### config.mk
export PLATFORM = sky130hd
export DESIGN_NAME = blur_afu_top
export DESIGN_NICKNAME = d
export VERILOG_FILES = /design/src/hw/blur_pkg.sv /design/src/hw/wr_line_if.sv /design/src/hw/gaussian_row_filter.sv /design/src/hw/afu_control.sv /design/src/hw/line_reader.sv /design/src/hw/write_fifo.sv /design/src/hw/line_writer.sv /design/src/hw/blur_afu_top.sv
export SDC_FILE = /design/constraint.sdc
export NUM_CORES = 2
export LEC_CHECK = 0
export BUFFER_PORTS_ARGS = -buffer_cell sky130_fd_sc_hd__buf_2
export CELL_PAD_IN_SITES_DETAIL_PLACEMENT = 0
export CELL_PAD_IN_SITES_GLOBAL_PLACEMENT = 2
export CORE_MARGIN = 8
export CORE_UTILIZATION = 49
export DETAILED_ROUTE_END_ITERATION = 16
export PLACE_DENSITY_LB_ADDON = 0.1
export SLEW_MARGIN = 30
export SYNTH_ARGS = -nofsm -noshare
export SYNTH_HDL_FRONTEND = slang
export SYNTH_SLANG_ARGS = --single-unit
### constraint.sdc
create_clock -name clk -period 6.64 [get_ports clk]
set_input_delay 0.664 -clock clk [delete_from_list [all_inputs] [get_ports clk]]
set_output_delay 0.664 -clock clk [all_outputs]
set_load 0.05 [all_outputs]
### src/hw/blur_pkg.sv
`default_nettype none

package blur_pkg;

    // ====================
    // widths
    // ====================
    typedef logic [31:0] t_line_addr;
    typedef logic [63:0] t_line_data;
    typedef logic [7:0]  t_pixel;
    // low 16 bits of the line index
    typedef logic [15:0] t_line_tag;
    typedef logic [31:0] t_count;
    typedef logic [3:0]  t_csr_addr;
    typedef logic [63:0] t_csr_data;

    typedef enum logic [1:0]
    {
        RUN_IDLE,
        RUN_ACTIVE,
        RUN_REPORT
    } t_run_state;

    // ====================
    // register map
    // ====================
    // read/write
    localparam t_csr_addr CSR_STATUS_ADDR = 4'd0;
    localparam t_csr_addr CSR_SRC_ADDR    = 4'd1;
    localparam t_csr_addr CSR_DST_ADDR    = 4'd2;
    localparam t_csr_addr CSR_NUM_LINES   = 4'd3;
    // read only
    localparam t_csr_addr CSR_READ_IDX    = 4'd4;
    localparam t_csr_addr CSR_WR_REQ_CNT  = 4'd5;
    localparam t_csr_addr CSR_WR_RSP_CNT  = 4'd6;
    localparam t_csr_addr CSR_STATE       = 4'd7;
    localparam t_csr_addr CSR_CYCLE_CNT   = 4'd8;
    // write only, bit 0 starts a run
    localparam t_csr_addr CSR_CTL         = 4'd10;

    // ====================
    // limits
    // ====================
    localparam int FIFO_DEPTH      = 32;
    localparam int FIFO_ALM_FULL   = 24;
    localparam int MAX_OUTSTANDING = 12;
    localparam int PIXELS_PER_LINE = 8;

endpackage

`default_nettype wire

### src/hw/wr_line_if.sv
`timescale 1ns/10ps
`default_nettype none

// one filtered line and its destination, strobed once per line
interface wr_line_if;
    import blur_pkg::*;

    logic       valid;
    t_line_addr addr;
    t_line_data data;
    // level from the receiving side, no strobes while high
    logic       stall;

    modport source
    (
        output valid,
        output addr,
        output data,
        input  stall
    );

    modport sink
    (
        input  valid,
        input  addr,
        input  data,
        output stall
    );

endinterface

`default_nettype wire

### src/hw/gaussian_row_filter.sv
`timescale 1ns/10ps
`default_nettype none

module gaussian_row_filter
(
    input  logic                 clk,
    input  logic                 reset,
    input  logic                 in_valid,
    input  blur_pkg::t_line_data in_data,
    output logic                 out_valid,
    output blur_pkg::t_line_data out_data
);
    import blur_pkg::*;

    // row with the edge pixels repeated on both ends
    t_pixel     ext   [PIXELS_PER_LINE + 2];
    // 4 * 255 + 2 fits in ten bits
    logic [9:0] sum_d [PIXELS_PER_LINE];
    logic [9:0] sum_q [PIXELS_PER_LINE];
    logic       valid_q;

    always_comb
    begin
        ext[0]                   = in_data[7:0];
        ext[PIXELS_PER_LINE + 1] = in_data[8 * PIXELS_PER_LINE - 1 -: 8];
        for (int i = 0; i < PIXELS_PER_LINE; i++)
            ext[i + 1] = in_data[8 * i +: 8];
        // 1-2-1 kernel plus rounding
        for (int i = 0; i < PIXELS_PER_LINE; i++)
            sum_d[i] = {2'b00, ext[i]} + {1'b0, ext[i + 1], 1'b0}
                       + {2'b00, ext[i + 2]} + 10'd2;
    end

    always_ff @(posedge clk)
    begin
        if (reset)
        begin
            valid_q   <= 1'b0;
            out_valid <= 1'b0;
        end
        else
        begin
            valid_q   <= in_valid;
            out_valid <= valid_q;
        end
    end

    always_ff @(posedge clk)
    begin
        sum_q <= sum_d;
        for (int i = 0; i < PIXELS_PER_LINE; i++)
            out_data[8 * i +: 8] <= sum_q[i][9:2];
    end

endmodule

`default_nettype wire

### src/hw/afu_control.sv
`timescale 1ns/10ps
`default_nettype none

module afu_control
(
    input  logic                 clk,
    input  logic                 reset,
    input  logic                 csr_wr_en,
    input  blur_pkg::t_csr_addr  csr_addr,
    input  blur_pkg::t_csr_data  csr_wr_data,
    output blur_pkg::t_csr_data  csr_rd_data,
    input  blur_pkg::t_count     read_idx,
    input  logic                 read_done,
    input  blur_pkg::t_count     wr_req_cnt,
    input  blur_pkg::t_count     wr_rsp_cnt,
    output logic                 run_active,
    output logic                 report,
    output blur_pkg::t_line_addr src_base,
    output blur_pkg::t_line_addr dst_base,
    output blur_pkg::t_line_addr status_addr,
    output blur_pkg::t_count     num_lines,
    output blur_pkg::t_count     cycle_cnt
);
    import blur_pkg::*;

    t_run_state state;
    logic       start_q;
    logic       ctl_wr;

    assign ctl_wr     = csr_wr_en && (csr_addr == CSR_CTL);
    assign run_active = (state == RUN_ACTIVE);
    // REPORT lasts a single cycle, so this is a pulse
    assign report     = (state == RUN_REPORT);

    // ====================
    // register writes
    // ====================
    always_ff @(posedge clk)
    begin
        if (reset)
        begin
            status_addr <= '0;
            src_base    <= '0;
            dst_base    <= '0;
            num_lines   <= '0;
            start_q     <= 1'b0;
        end
        else
        begin
            if (csr_wr_en && csr_addr == CSR_STATUS_ADDR)
                status_addr <= t_line_addr'(csr_wr_data);
            if (csr_wr_en && csr_addr == CSR_SRC_ADDR)
                src_base <= t_line_addr'(csr_wr_data);
            if (csr_wr_en && csr_addr == CSR_DST_ADDR)
                dst_base <= t_line_addr'(csr_wr_data);
            if (csr_wr_en && csr_addr == CSR_NUM_LINES)
                num_lines <= t_count'(csr_wr_data);
            // a start needs both bases and a line count
            start_q <= ctl_wr && csr_wr_data[0] && (src_base != '0)
                       && (dst_base != '0) && (num_lines != '0);
        end
    end

    // ====================
    // run state machine
    // ====================
    always_ff @(posedge clk)
    begin
        if (reset)
        begin
            state     <= RUN_IDLE;
            cycle_cnt <= '0;
        end
        else
        begin
            case (state)
                RUN_IDLE:
                begin
                    if (start_q)
                    begin
                        state     <= RUN_ACTIVE;
                        cycle_cnt <= '0;
                    end
                end
                RUN_ACTIVE:
                begin
                    cycle_cnt <= cycle_cnt + 1;
                    // every line read and every write acknowledged
                    if (read_done && wr_rsp_cnt == num_lines)
                        state <= RUN_REPORT;
                end
                default:
                    state <= RUN_IDLE;
            endcase
        end
    end

    // register reads
    always_comb
    begin
        csr_rd_data = '0;
        case (csr_addr)
            CSR_STATUS_ADDR: csr_rd_data = t_csr_data'(status_addr);
            CSR_SRC_ADDR:    csr_rd_data = t_csr_data'(src_base);
            CSR_DST_ADDR:    csr_rd_data = t_csr_data'(dst_base);
            CSR_NUM_LINES:   csr_rd_data = t_csr_data'(num_lines);
            CSR_READ_IDX:    csr_rd_data = t_csr_data'(read_idx);
            CSR_WR_REQ_CNT:  csr_rd_data = t_csr_data'(wr_req_cnt);
            CSR_WR_RSP_CNT:  csr_rd_data = t_csr_data'(wr_rsp_cnt);
            CSR_STATE:
            begin
                csr_rd_data[1:0] = state;
                csr_rd_data[8]   = read_done;
            end
            CSR_CYCLE_CNT:   csr_rd_data = t_csr_data'(cycle_cnt);
            default:         csr_rd_data = '0;
        endcase
    end

endmodule

`default_nettype wire

### src/hw/line_reader.sv
`timescale 1ns/10ps
`default_nettype none

module line_reader
(
    input  logic                 clk,
    input  logic                 reset,
    input  logic                 run_active,
    input  blur_pkg::t_line_addr src_base,
    input  blur_pkg::t_line_addr dst_base,
    input  blur_pkg::t_count     num_lines,
    input  logic                 wr_rsp_valid,
    input  logic                 rd_almost_full,
    input  logic                 wr_almost_full,
    output logic                 rd_req_valid,
    output blur_pkg::t_line_addr rd_req_addr,
    output blur_pkg::t_line_tag  rd_req_tag,
    input  logic                 rd_rsp_valid,
    input  blur_pkg::t_line_tag  rd_rsp_tag,
    input  blur_pkg::t_line_data rd_rsp_data,
    output blur_pkg::t_count     read_idx,
    output logic                 read_done,
    wr_line_if.source            push
);
    import blur_pkg::*;

    logic       run_active_q;
    logic       can_read;
    logic       read_stage_2;
    logic       pace_ok;
    logic       issue;
    // lines read but not yet acknowledged as written
    t_count     outstanding;
    t_count     req_idx;
    t_line_addr rsp_addr_q;
    t_line_addr rsp_addr_qq;
    logic       filt_valid;
    t_line_data filt_data;

    assign read_done = (read_idx == num_lines);
    assign pace_ok   = !rd_almost_full && !wr_almost_full && !push.stall
                       && (outstanding < t_count'(MAX_OUTSTANDING));
    // pacing is checked again at stage two so a late almost-full still holds the read
    assign issue     = can_read && pace_ok && !read_done;

    // ====================
    // read issue
    // ====================
    always_ff @(posedge clk)
    begin
        if (reset)
        begin
            run_active_q <= 1'b0;
            can_read     <= 1'b0;
            read_stage_2 <= 1'b0;
            rd_req_valid <= 1'b0;
            read_idx     <= '0;
            outstanding  <= '0;
        end
        else
        begin
            run_active_q <= run_active;
            if (!run_active)
            begin
                can_read     <= 1'b0;
                read_stage_2 <= 1'b0;
                rd_req_valid <= 1'b0;
            end
            else if (!run_active_q)
            begin
                // first active cycle, start again at line zero
                read_idx    <= '0;
                outstanding <= '0;
                can_read    <= pace_ok;
            end
            else
            begin
                can_read     <= pace_ok;
                read_stage_2 <= issue;
                rd_req_valid <= read_stage_2;
                if (issue)
                    read_idx <= read_idx + 1;
                case ({issue, wr_rsp_valid})
                    2'b10:   outstanding <= outstanding + 1;
                    2'b01:   outstanding <= outstanding - 1;
                    default: outstanding <= outstanding;
                endcase
            end
        end
    end

    always_ff @(posedge clk)
    begin
        if (issue)
            req_idx <= read_idx;
        if (read_stage_2)
        begin
            rd_req_addr <= src_base + req_idx;
            rd_req_tag  <= t_line_tag'(req_idx);
        end
        // destination follows the filter through its two stages
        rsp_addr_q  <= dst_base + t_line_addr'(rd_rsp_tag);
        rsp_addr_qq <= rsp_addr_q;
    end

    gaussian_row_filter u_filter
    (
        .clk       (clk),
        .reset     (reset),
        .in_valid  (rd_rsp_valid),
        .in_data   (rd_rsp_data),
        .out_valid (filt_valid),
        .out_data  (filt_data)
    );

    assign push.valid = filt_valid;
    assign push.addr  = rsp_addr_qq;
    assign push.data  = filt_data;

endmodule

`default_nettype wire

### src/hw/write_fifo.sv
`timescale 1ns/10ps
`default_nettype none

module write_fifo
(
    input  logic      clk,
    input  logic      reset,
    wr_line_if.sink   push,
    wr_line_if.source pop
);
    import blur_pkg::*;

    localparam int PTR_W = $clog2(FIFO_DEPTH);

    t_line_addr       addr_mem [FIFO_DEPTH];
    t_line_data       data_mem [FIFO_DEPTH];
    logic [PTR_W-1:0] wr_ptr;
    logic [PTR_W-1:0] rd_ptr;
    logic [PTR_W:0]   count;
    logic             pop_stall_q;
    logic             do_push;
    logic             do_pop;

    assign do_push    = push.valid && (count != (PTR_W + 1)'(FIFO_DEPTH));
    // the writer adds a register, so the host port must be clear for two cycles
    assign do_pop     = (count != '0) && !pop.stall && !pop_stall_q;
    assign push.stall = (count >= (PTR_W + 1)'(FIFO_ALM_FULL));

    assign pop.valid = do_pop;
    assign pop.addr  = addr_mem[rd_ptr];
    assign pop.data  = data_mem[rd_ptr];

    always_ff @(posedge clk)
    begin
        if (reset)
        begin
            wr_ptr      <= '0;
            rd_ptr      <= '0;
            count       <= '0;
            pop_stall_q <= 1'b0;
        end
        else
        begin
            pop_stall_q <= pop.stall;
            if (do_push)
                wr_ptr <= wr_ptr + PTR_W'(1);
            if (do_pop)
                rd_ptr <= rd_ptr + PTR_W'(1);
            count <= count + {{PTR_W{1'b0}}, do_push} - {{PTR_W{1'b0}}, do_pop};
        end
    end

    // storage
    always_ff @(posedge clk)
    begin
        if (do_push)
        begin
            addr_mem[wr_ptr] <= push.addr;
            data_mem[wr_ptr] <= push.data;
        end
    end

endmodule

`default_nettype wire

### src/hw/line_writer.sv
`timescale 1ns/10ps
`default_nettype none

module line_writer
(
    input  logic                 clk,
    input  logic                 reset,
    wr_line_if.sink              pop,
    input  logic                 wr_almost_full,
    input  logic                 report,
    input  blur_pkg::t_line_addr status_addr,
    input  blur_pkg::t_count     cycle_cnt,
    input  blur_pkg::t_count     num_lines,
    output logic                 wr_req_valid,
    output blur_pkg::t_line_addr wr_req_addr,
    output blur_pkg::t_line_data wr_req_data,
    input  logic                 wr_rsp_valid,
    output blur_pkg::t_count     wr_req_cnt,
    output blur_pkg::t_count     wr_rsp_cnt
);

    // the status line is in flight, its ack is not a data ack
    logic status_pending;
    logic data_ack;

    assign pop.stall = wr_almost_full;
    assign data_ack  = wr_rsp_valid && !status_pending && (wr_rsp_cnt < num_lines);

    always_ff @(posedge clk)
    begin
        if (reset)
        begin
            wr_req_valid   <= 1'b0;
            wr_req_cnt     <= '0;
            wr_rsp_cnt     <= '0;
            status_pending <= 1'b0;
        end
        else
        begin
            wr_req_valid <= report || pop.valid;
            if (report)
            begin
                // the controller has already seen the final counts
                wr_req_cnt     <= '0;
                wr_rsp_cnt     <= '0;
                status_pending <= 1'b1;
            end
            else
            begin
                if (pop.valid)
                    wr_req_cnt <= wr_req_cnt + 1;
                if (data_ack)
                    wr_rsp_cnt <= wr_rsp_cnt + 1;
                else if (wr_rsp_valid)
                    status_pending <= 1'b0;
            end
        end
    end

    always_ff @(posedge clk)
    begin
        if (report)
        begin
            wr_req_addr <= status_addr;
            wr_req_data <= {wr_rsp_cnt, cycle_cnt};
        end
        else if (pop.valid)
        begin
            wr_req_addr <= pop.addr;
            wr_req_data <= pop.data;
        end
    end

endmodule

`default_nettype wire

### src/hw/blur_afu_top.sv
`timescale 1ns/10ps
`default_nettype none

module blur_afu_top
(
    input  logic                 clk,
    input  logic                 reset,
    // register port
    input  logic                 csr_wr_en,
    input  blur_pkg::t_csr_addr  csr_addr,
    input  blur_pkg::t_csr_data  csr_wr_data,
    output blur_pkg::t_csr_data  csr_rd_data,
    // host reads
    output logic                 rd_req_valid,
    output blur_pkg::t_line_addr rd_req_addr,
    output blur_pkg::t_line_tag  rd_req_tag,
    input  logic                 rd_almost_full,
    input  logic                 rd_rsp_valid,
    input  blur_pkg::t_line_tag  rd_rsp_tag,
    input  blur_pkg::t_line_data rd_rsp_data,
    // host writes
    output logic                 wr_req_valid,
    output blur_pkg::t_line_addr wr_req_addr,
    output blur_pkg::t_line_data wr_req_data,
    input  logic                 wr_almost_full,
    input  logic                 wr_rsp_valid
);
    import blur_pkg::*;

    logic       run_active;
    logic       report;
    logic       read_done;
    t_line_addr src_base;
    t_line_addr dst_base;
    t_line_addr status_addr;
    t_count     num_lines;
    t_count     cycle_cnt;
    t_count     read_idx;
    t_count     wr_req_cnt;
    t_count     wr_rsp_cnt;

    wr_line_if push ();
    wr_line_if pop ();

    afu_control u_control
    (
        .clk, .reset, .csr_wr_en, .csr_addr, .csr_wr_data, .csr_rd_data,
        .read_idx, .read_done, .wr_req_cnt, .wr_rsp_cnt, .run_active, .report,
        .src_base, .dst_base, .status_addr, .num_lines, .cycle_cnt
    );

    line_reader u_reader
    (
        .clk, .reset, .run_active, .src_base, .dst_base, .num_lines,
        .wr_rsp_valid, .rd_almost_full, .wr_almost_full,
        .rd_req_valid, .rd_req_addr, .rd_req_tag,
        .rd_rsp_valid, .rd_rsp_tag, .rd_rsp_data,
        .read_idx, .read_done, .push (push.source)
    );

    write_fifo u_fifo
    (
        .clk, .reset, .push (push.sink), .pop (pop.source)
    );

    line_writer u_writer
    (
        .clk, .reset, .pop (pop.sink), .wr_almost_full, .report, .status_addr,
        .cycle_cnt, .num_lines, .wr_req_valid, .wr_req_addr, .wr_req_data,
        .wr_rsp_valid, .wr_req_cnt, .wr_rsp_cnt
    );

endmodule

`default_nettype wire

==> results_dict.tcl <==
set metrics [dict create \
    clockBufferDepth 4 \
    gp_congestion 0.928 \
    crit_required_ns 7.44 \
    post_drt_wl_per_cell_um 34.3 \
    syn_area_um2 149000 \
    tns_ns 0 \
    antenna_found_initial 46 \
    max_slew.worst_pin.slew_ns 1.09 \
    rr_startpoint "u_reader.read_idx[18]" \
    post-route-min-period_ns 5.66 \
    postRouteAntennaNets 0 \
    ir_worst_vdd_mv 0.254 \
    timing.rr.end "u_reader.outstanding[28]" \
    via_count 79500 \
    ys.flop_type "edfxtp_1" \
    p_int_w 0.0431 \
    rsz0062_at_grt "no" \
    status "finished, final reports clean" \
    p_per_area_nw_per_um2 338 \
    yosysWarnings 0 \
    ys_seq_area_share_pct 72.5 \
    ys_ff_latch 3761 \
    slowest_delay_ns 0.68 \
    synth-edff-count 3248 \
    clockPowerShare_pct 37.2 \
    syn_avg_cell_area_um2 19.0 \
    syn-instance-count 7842 \
    core_um2 302000 \
    cp-endpoint "u_reader.outstanding[28]" \
    die_h_um 567 \
    critPathLaunch "u_reader.read_idx[18]" \
    clk_latency_ns 0.93 \
    synth_cell_types 76 \
    grt_pass1_wl_um 609000 \
    p_comb_share_pct 12.3 \
    hold_class "primary input to register" \
    start_util_pct 49.2 \
    power_frac_seq_pct 50.5 \
    switchingPower_w 0.0143 \
    synthArstFlopShare_pct 0 \
    cp_cell_sequence "xor2_1 -> nor4_1 -> nand4_1 -> o211a_1 -> inv_1 -> ha_1 -> inv_1 -> fa_1 -> nor2b_1 -> o31ai_1 -> o2bb2ai_1 -> o31ai_1 -> a21oi_1 -> o31ai_1 -> o31ai_1 -> xnor2_1 -> a22o_1" \
    dpl.hpwl_um 260000 \
    crit_path_max_fanout 13 \
    path_class "register to register" \
    drive_gt1_share_pct 25.3 \
    crit_top_cell "o31ai_1" \
    drv_slew 0 \
    grt_pass1_vias 79100 \
    power_w 0.0574 \
    post-route-period-util_pct 85.3 \
    startpoint_type "register" \
    max-cap-violations 0 \
    die_area_um2 321000 \
    worst_hold_slack_ns 0.0726 \
    num-nets-final 8823 \
    slowest_stage "o31ai_1" \
    grt_max_degree 137 \
    slew-limit-headroom_pct 26.3 \
    worstRegToRegCells 17 \
    finalSetupViolCount 0 \
    critPathArrivalTime_ns 6.46 \
    cts.clk_slew.worst_paths_ns 0.06 \
    drtIter0Drc 9889 \
    port-buffer-count 300 \
    clock-sinks 3761 \
    reg2reg_slack_ns 0.98 \
    ios 365 \
    grt_usage_pct 26.5 \
    fmax_mhz 177 \
    clock_skew_ns 0.0620 \
    wirelength_um 437000 \
    cts_made_buffers 388 \
    cts_root_buffer "clkbuf_16" \
    firstDrtPassIters 12 \
    die-width_um 567 \
    hold_violations 0 \
    cts_tree "done" \
    viasPerCell 6.24 \
    critical_path.endpoint_type "register" \
    htreeDepth 5 \
    grt_overflow 0 \
    fp-row-count 202 \
    area_growth_pct 14.1 \
    drc 0 \
    p_leak_nw 54.3 \
    swShare_pct 25.0 \
]
worst max-delay path: cells and delay by family, from the launching register on:
family,cells,cell delay (ns)
xor+xnor,2,0.27
compound gates,8,2.47
fa+ha+maj,2,1.02
buf+inv,2,0.28
simple gates,3,0.96
flops,1,0.49
layout by cell type (no fill, tap or decap), drive strengths merged, types with 88 or more instances in the layout:
cell / count
inv: 131
a21oi: 283
nor2: 286
mux4: 960
edfxtp: 3248
nand2: 493
xor2: 110
xnor2: 88
dfxtp: 513
clkbuf: 530
nand3: 109
mux2i: 111
ha: 207
clkinv: 136
o21ai: 187
buf: 526
power groups by stage:
stage          clock network (W)  registers (W)  logic [W]
6_report                  0.0214         0.0290    0.00706
5_1_grt                   0.0226         0.0291    0.00755
4_1_cts                   0.0217         0.0290    0.00717
3_5_place_dp                   0         0.0295    0.00714
3_3_place_gp                   0         0.0293    0.00712
2_1_floorplan                  0         0.0292    0.00473
registers in the layout (all words and copies together), names as in the netlist, 5 cells and up, named ones only:
| name | cells |
|---|---|
| u_control.cycle_cnt | 32 |
| u_reader.outstanding | 32 |
| u_fifo.rd_ptr | 5 |
| u_fifo.count | 6 |
| u_reader.rd_req_addr | 32 |
| u_writer.wr_rsp_cnt | 32 |
| u_reader.push.addr | 32 |
| u_writer.wr_req_data | 64 |
| u_reader.rd_req_tag | 16 |
| u_reader.u_filter.out_data | 64 |
| u_reader.read_idx | 32 |
| u_fifo.wr_ptr | 5 |
| u_fifo.addr_mem | 1024 |
| u_fifo.data_mem | 2048 |
| u_writer.wr_req_cnt | 32 |
| u_reader.u_filter.sum_q | 64 |
| u_control.num_lines | 32 |
| u_control.dst_base | 32 |
| u_writer.wr_req_addr | 32 |
| u_reader.rsp_addr_q | 32 |
| u_reader.req_idx | 32 |
| u_control.status_addr | 32 |
| u_control.src_base | 32 |
layout make-up:
| cell class | count | area (µm²) |
|---|---|---|
| well taps | 3978 | 4980 |
| fillers | 23000 | 133000 |
| clock buffers | 528 | 10700 |
| diodes | 17 | 42.5 |
| inverters | 112 | 420 |
| flip-flops and latches | 3761 | 108000 |
| repair buffers | 546 | 4550 |
| clock inverters | 194 | 1720 |
| multi-input cells | 3600 | 39200 |
per-layer routing:
layer / track usage [%] / routed length (µm) / part of all wire (%)
met4: 6.90 / 11700 / 2.7
met3: 5.22 / 37900 / 8.7
met1: 39.2 / 186000 / 43
met5: 0 / 40 / 0.0092
met2: 40.9 / 201000 / 46
synthesized netlist by cell type, types with 16 or more instances:
| cell type | count | area [µm²] |
|---|---|---|
| nor3_1 | 74 | 370 |
| a21o_1 | 59 | 443 |
| clkbuf_1 | 296 | 1110 |
| and3_1 | 46 | 288 |
| mux4_2 | 960 | 21600 |
| dfxtp_1 | 513 | 10300 |
| o21ai_0 | 184 | 921 |
| xor2_1 | 110 | 963 |
| edfxtp_1 | 3248 | 97500 |
| nand3_1 | 108 | 541 |
| ha_1 | 207 | 2590 |
| nand2b_1 | 23 | 144 |
| mux2i_1 | 111 | 1110 |
| fa_1 | 52 | 1040 |
| a22o_1 | 22 | 193 |
| buf_4 | 34 | 255 |
| nor4_1 | 41 | 257 |
| inv_1 | 112 | 420 |
| nand2_1 | 493 | 1850 |
| a221oi_1 | 16 | 140 |
| nand4_1 | 49 | 307 |
| o21a_1 | 61 | 458 |
| buf_1 | 67 | 251 |
| xnor2_1 | 88 | 771 |
| nor2b_1 | 31 | 194 |
| nor2_1 | 285 | 1070 |
| or3_1 | 36 | 225 |
| a22oi_1 | 54 | 405 |
| a21oi_1 | 283 | 1420 |
| a222oi_1 | 22 | 220 |
timing repair:
| item | 4_1_cts | 5_1_grt |
|---|---|---|
| resized for setup | 0 | 0 |
| hold buffers | 18 | 0 |
| setup buffers | 0 | 0 |
| hold endpoints to repair | 50 | 0 |
kinds of logic after synthesis:
group                      Yosys count  share of synthesized area (%)
DFF                               3761                           72.5
adders and majority gates          259                           2.44
xor gates and xnor gates           198                           1.17
muxes                             1079                           15.4
other                                1                        0.00252
AOI/OAI and AO/OA                  788                           3.29
and+or+nand+nor                   1244                           3.83
buffers and inverters              512                           1.38
worst min path at each step:
stage	from	end	slack, ns	cells past startpoint
2_1_floorplan	u_reader.rsp_addr_q[0]	u_reader.push.addr[0]	0.31	0
3_3_place_gp	u_reader.u_filter.sum_q[34]	u_reader.u_filter.out_data[34]	0.31	0
3_5_place_dp	u_reader.rsp_addr_q[12]	u_reader.push.addr[12]	0.31	0
4_1_cts	csr_wr_data[30]	u_control.status_addr[30]	0.0002	3
5_1_grt	rd_rsp_tag[0]	u_reader.rsp_addr_q[0]	0.04	2
6_report	rd_rsp_tag[0]	u_reader.rsp_addr_q[0]	0.07	2
stage by stage:
step	setup WS, ns	area (µm²)	utilization [%]	instances
floorplan	0.596	149000	-	7873
global placement	0.306	157000	51.8	12000
detailed placement	0.491	157000	51.9	12000
CTS	0.837	169000	56.0	12700
global route	0.524	170000	56.1	12700
finish	0.976	170000	56.1	12700
No activity file was read; power rests on OpenSTA's default activity.
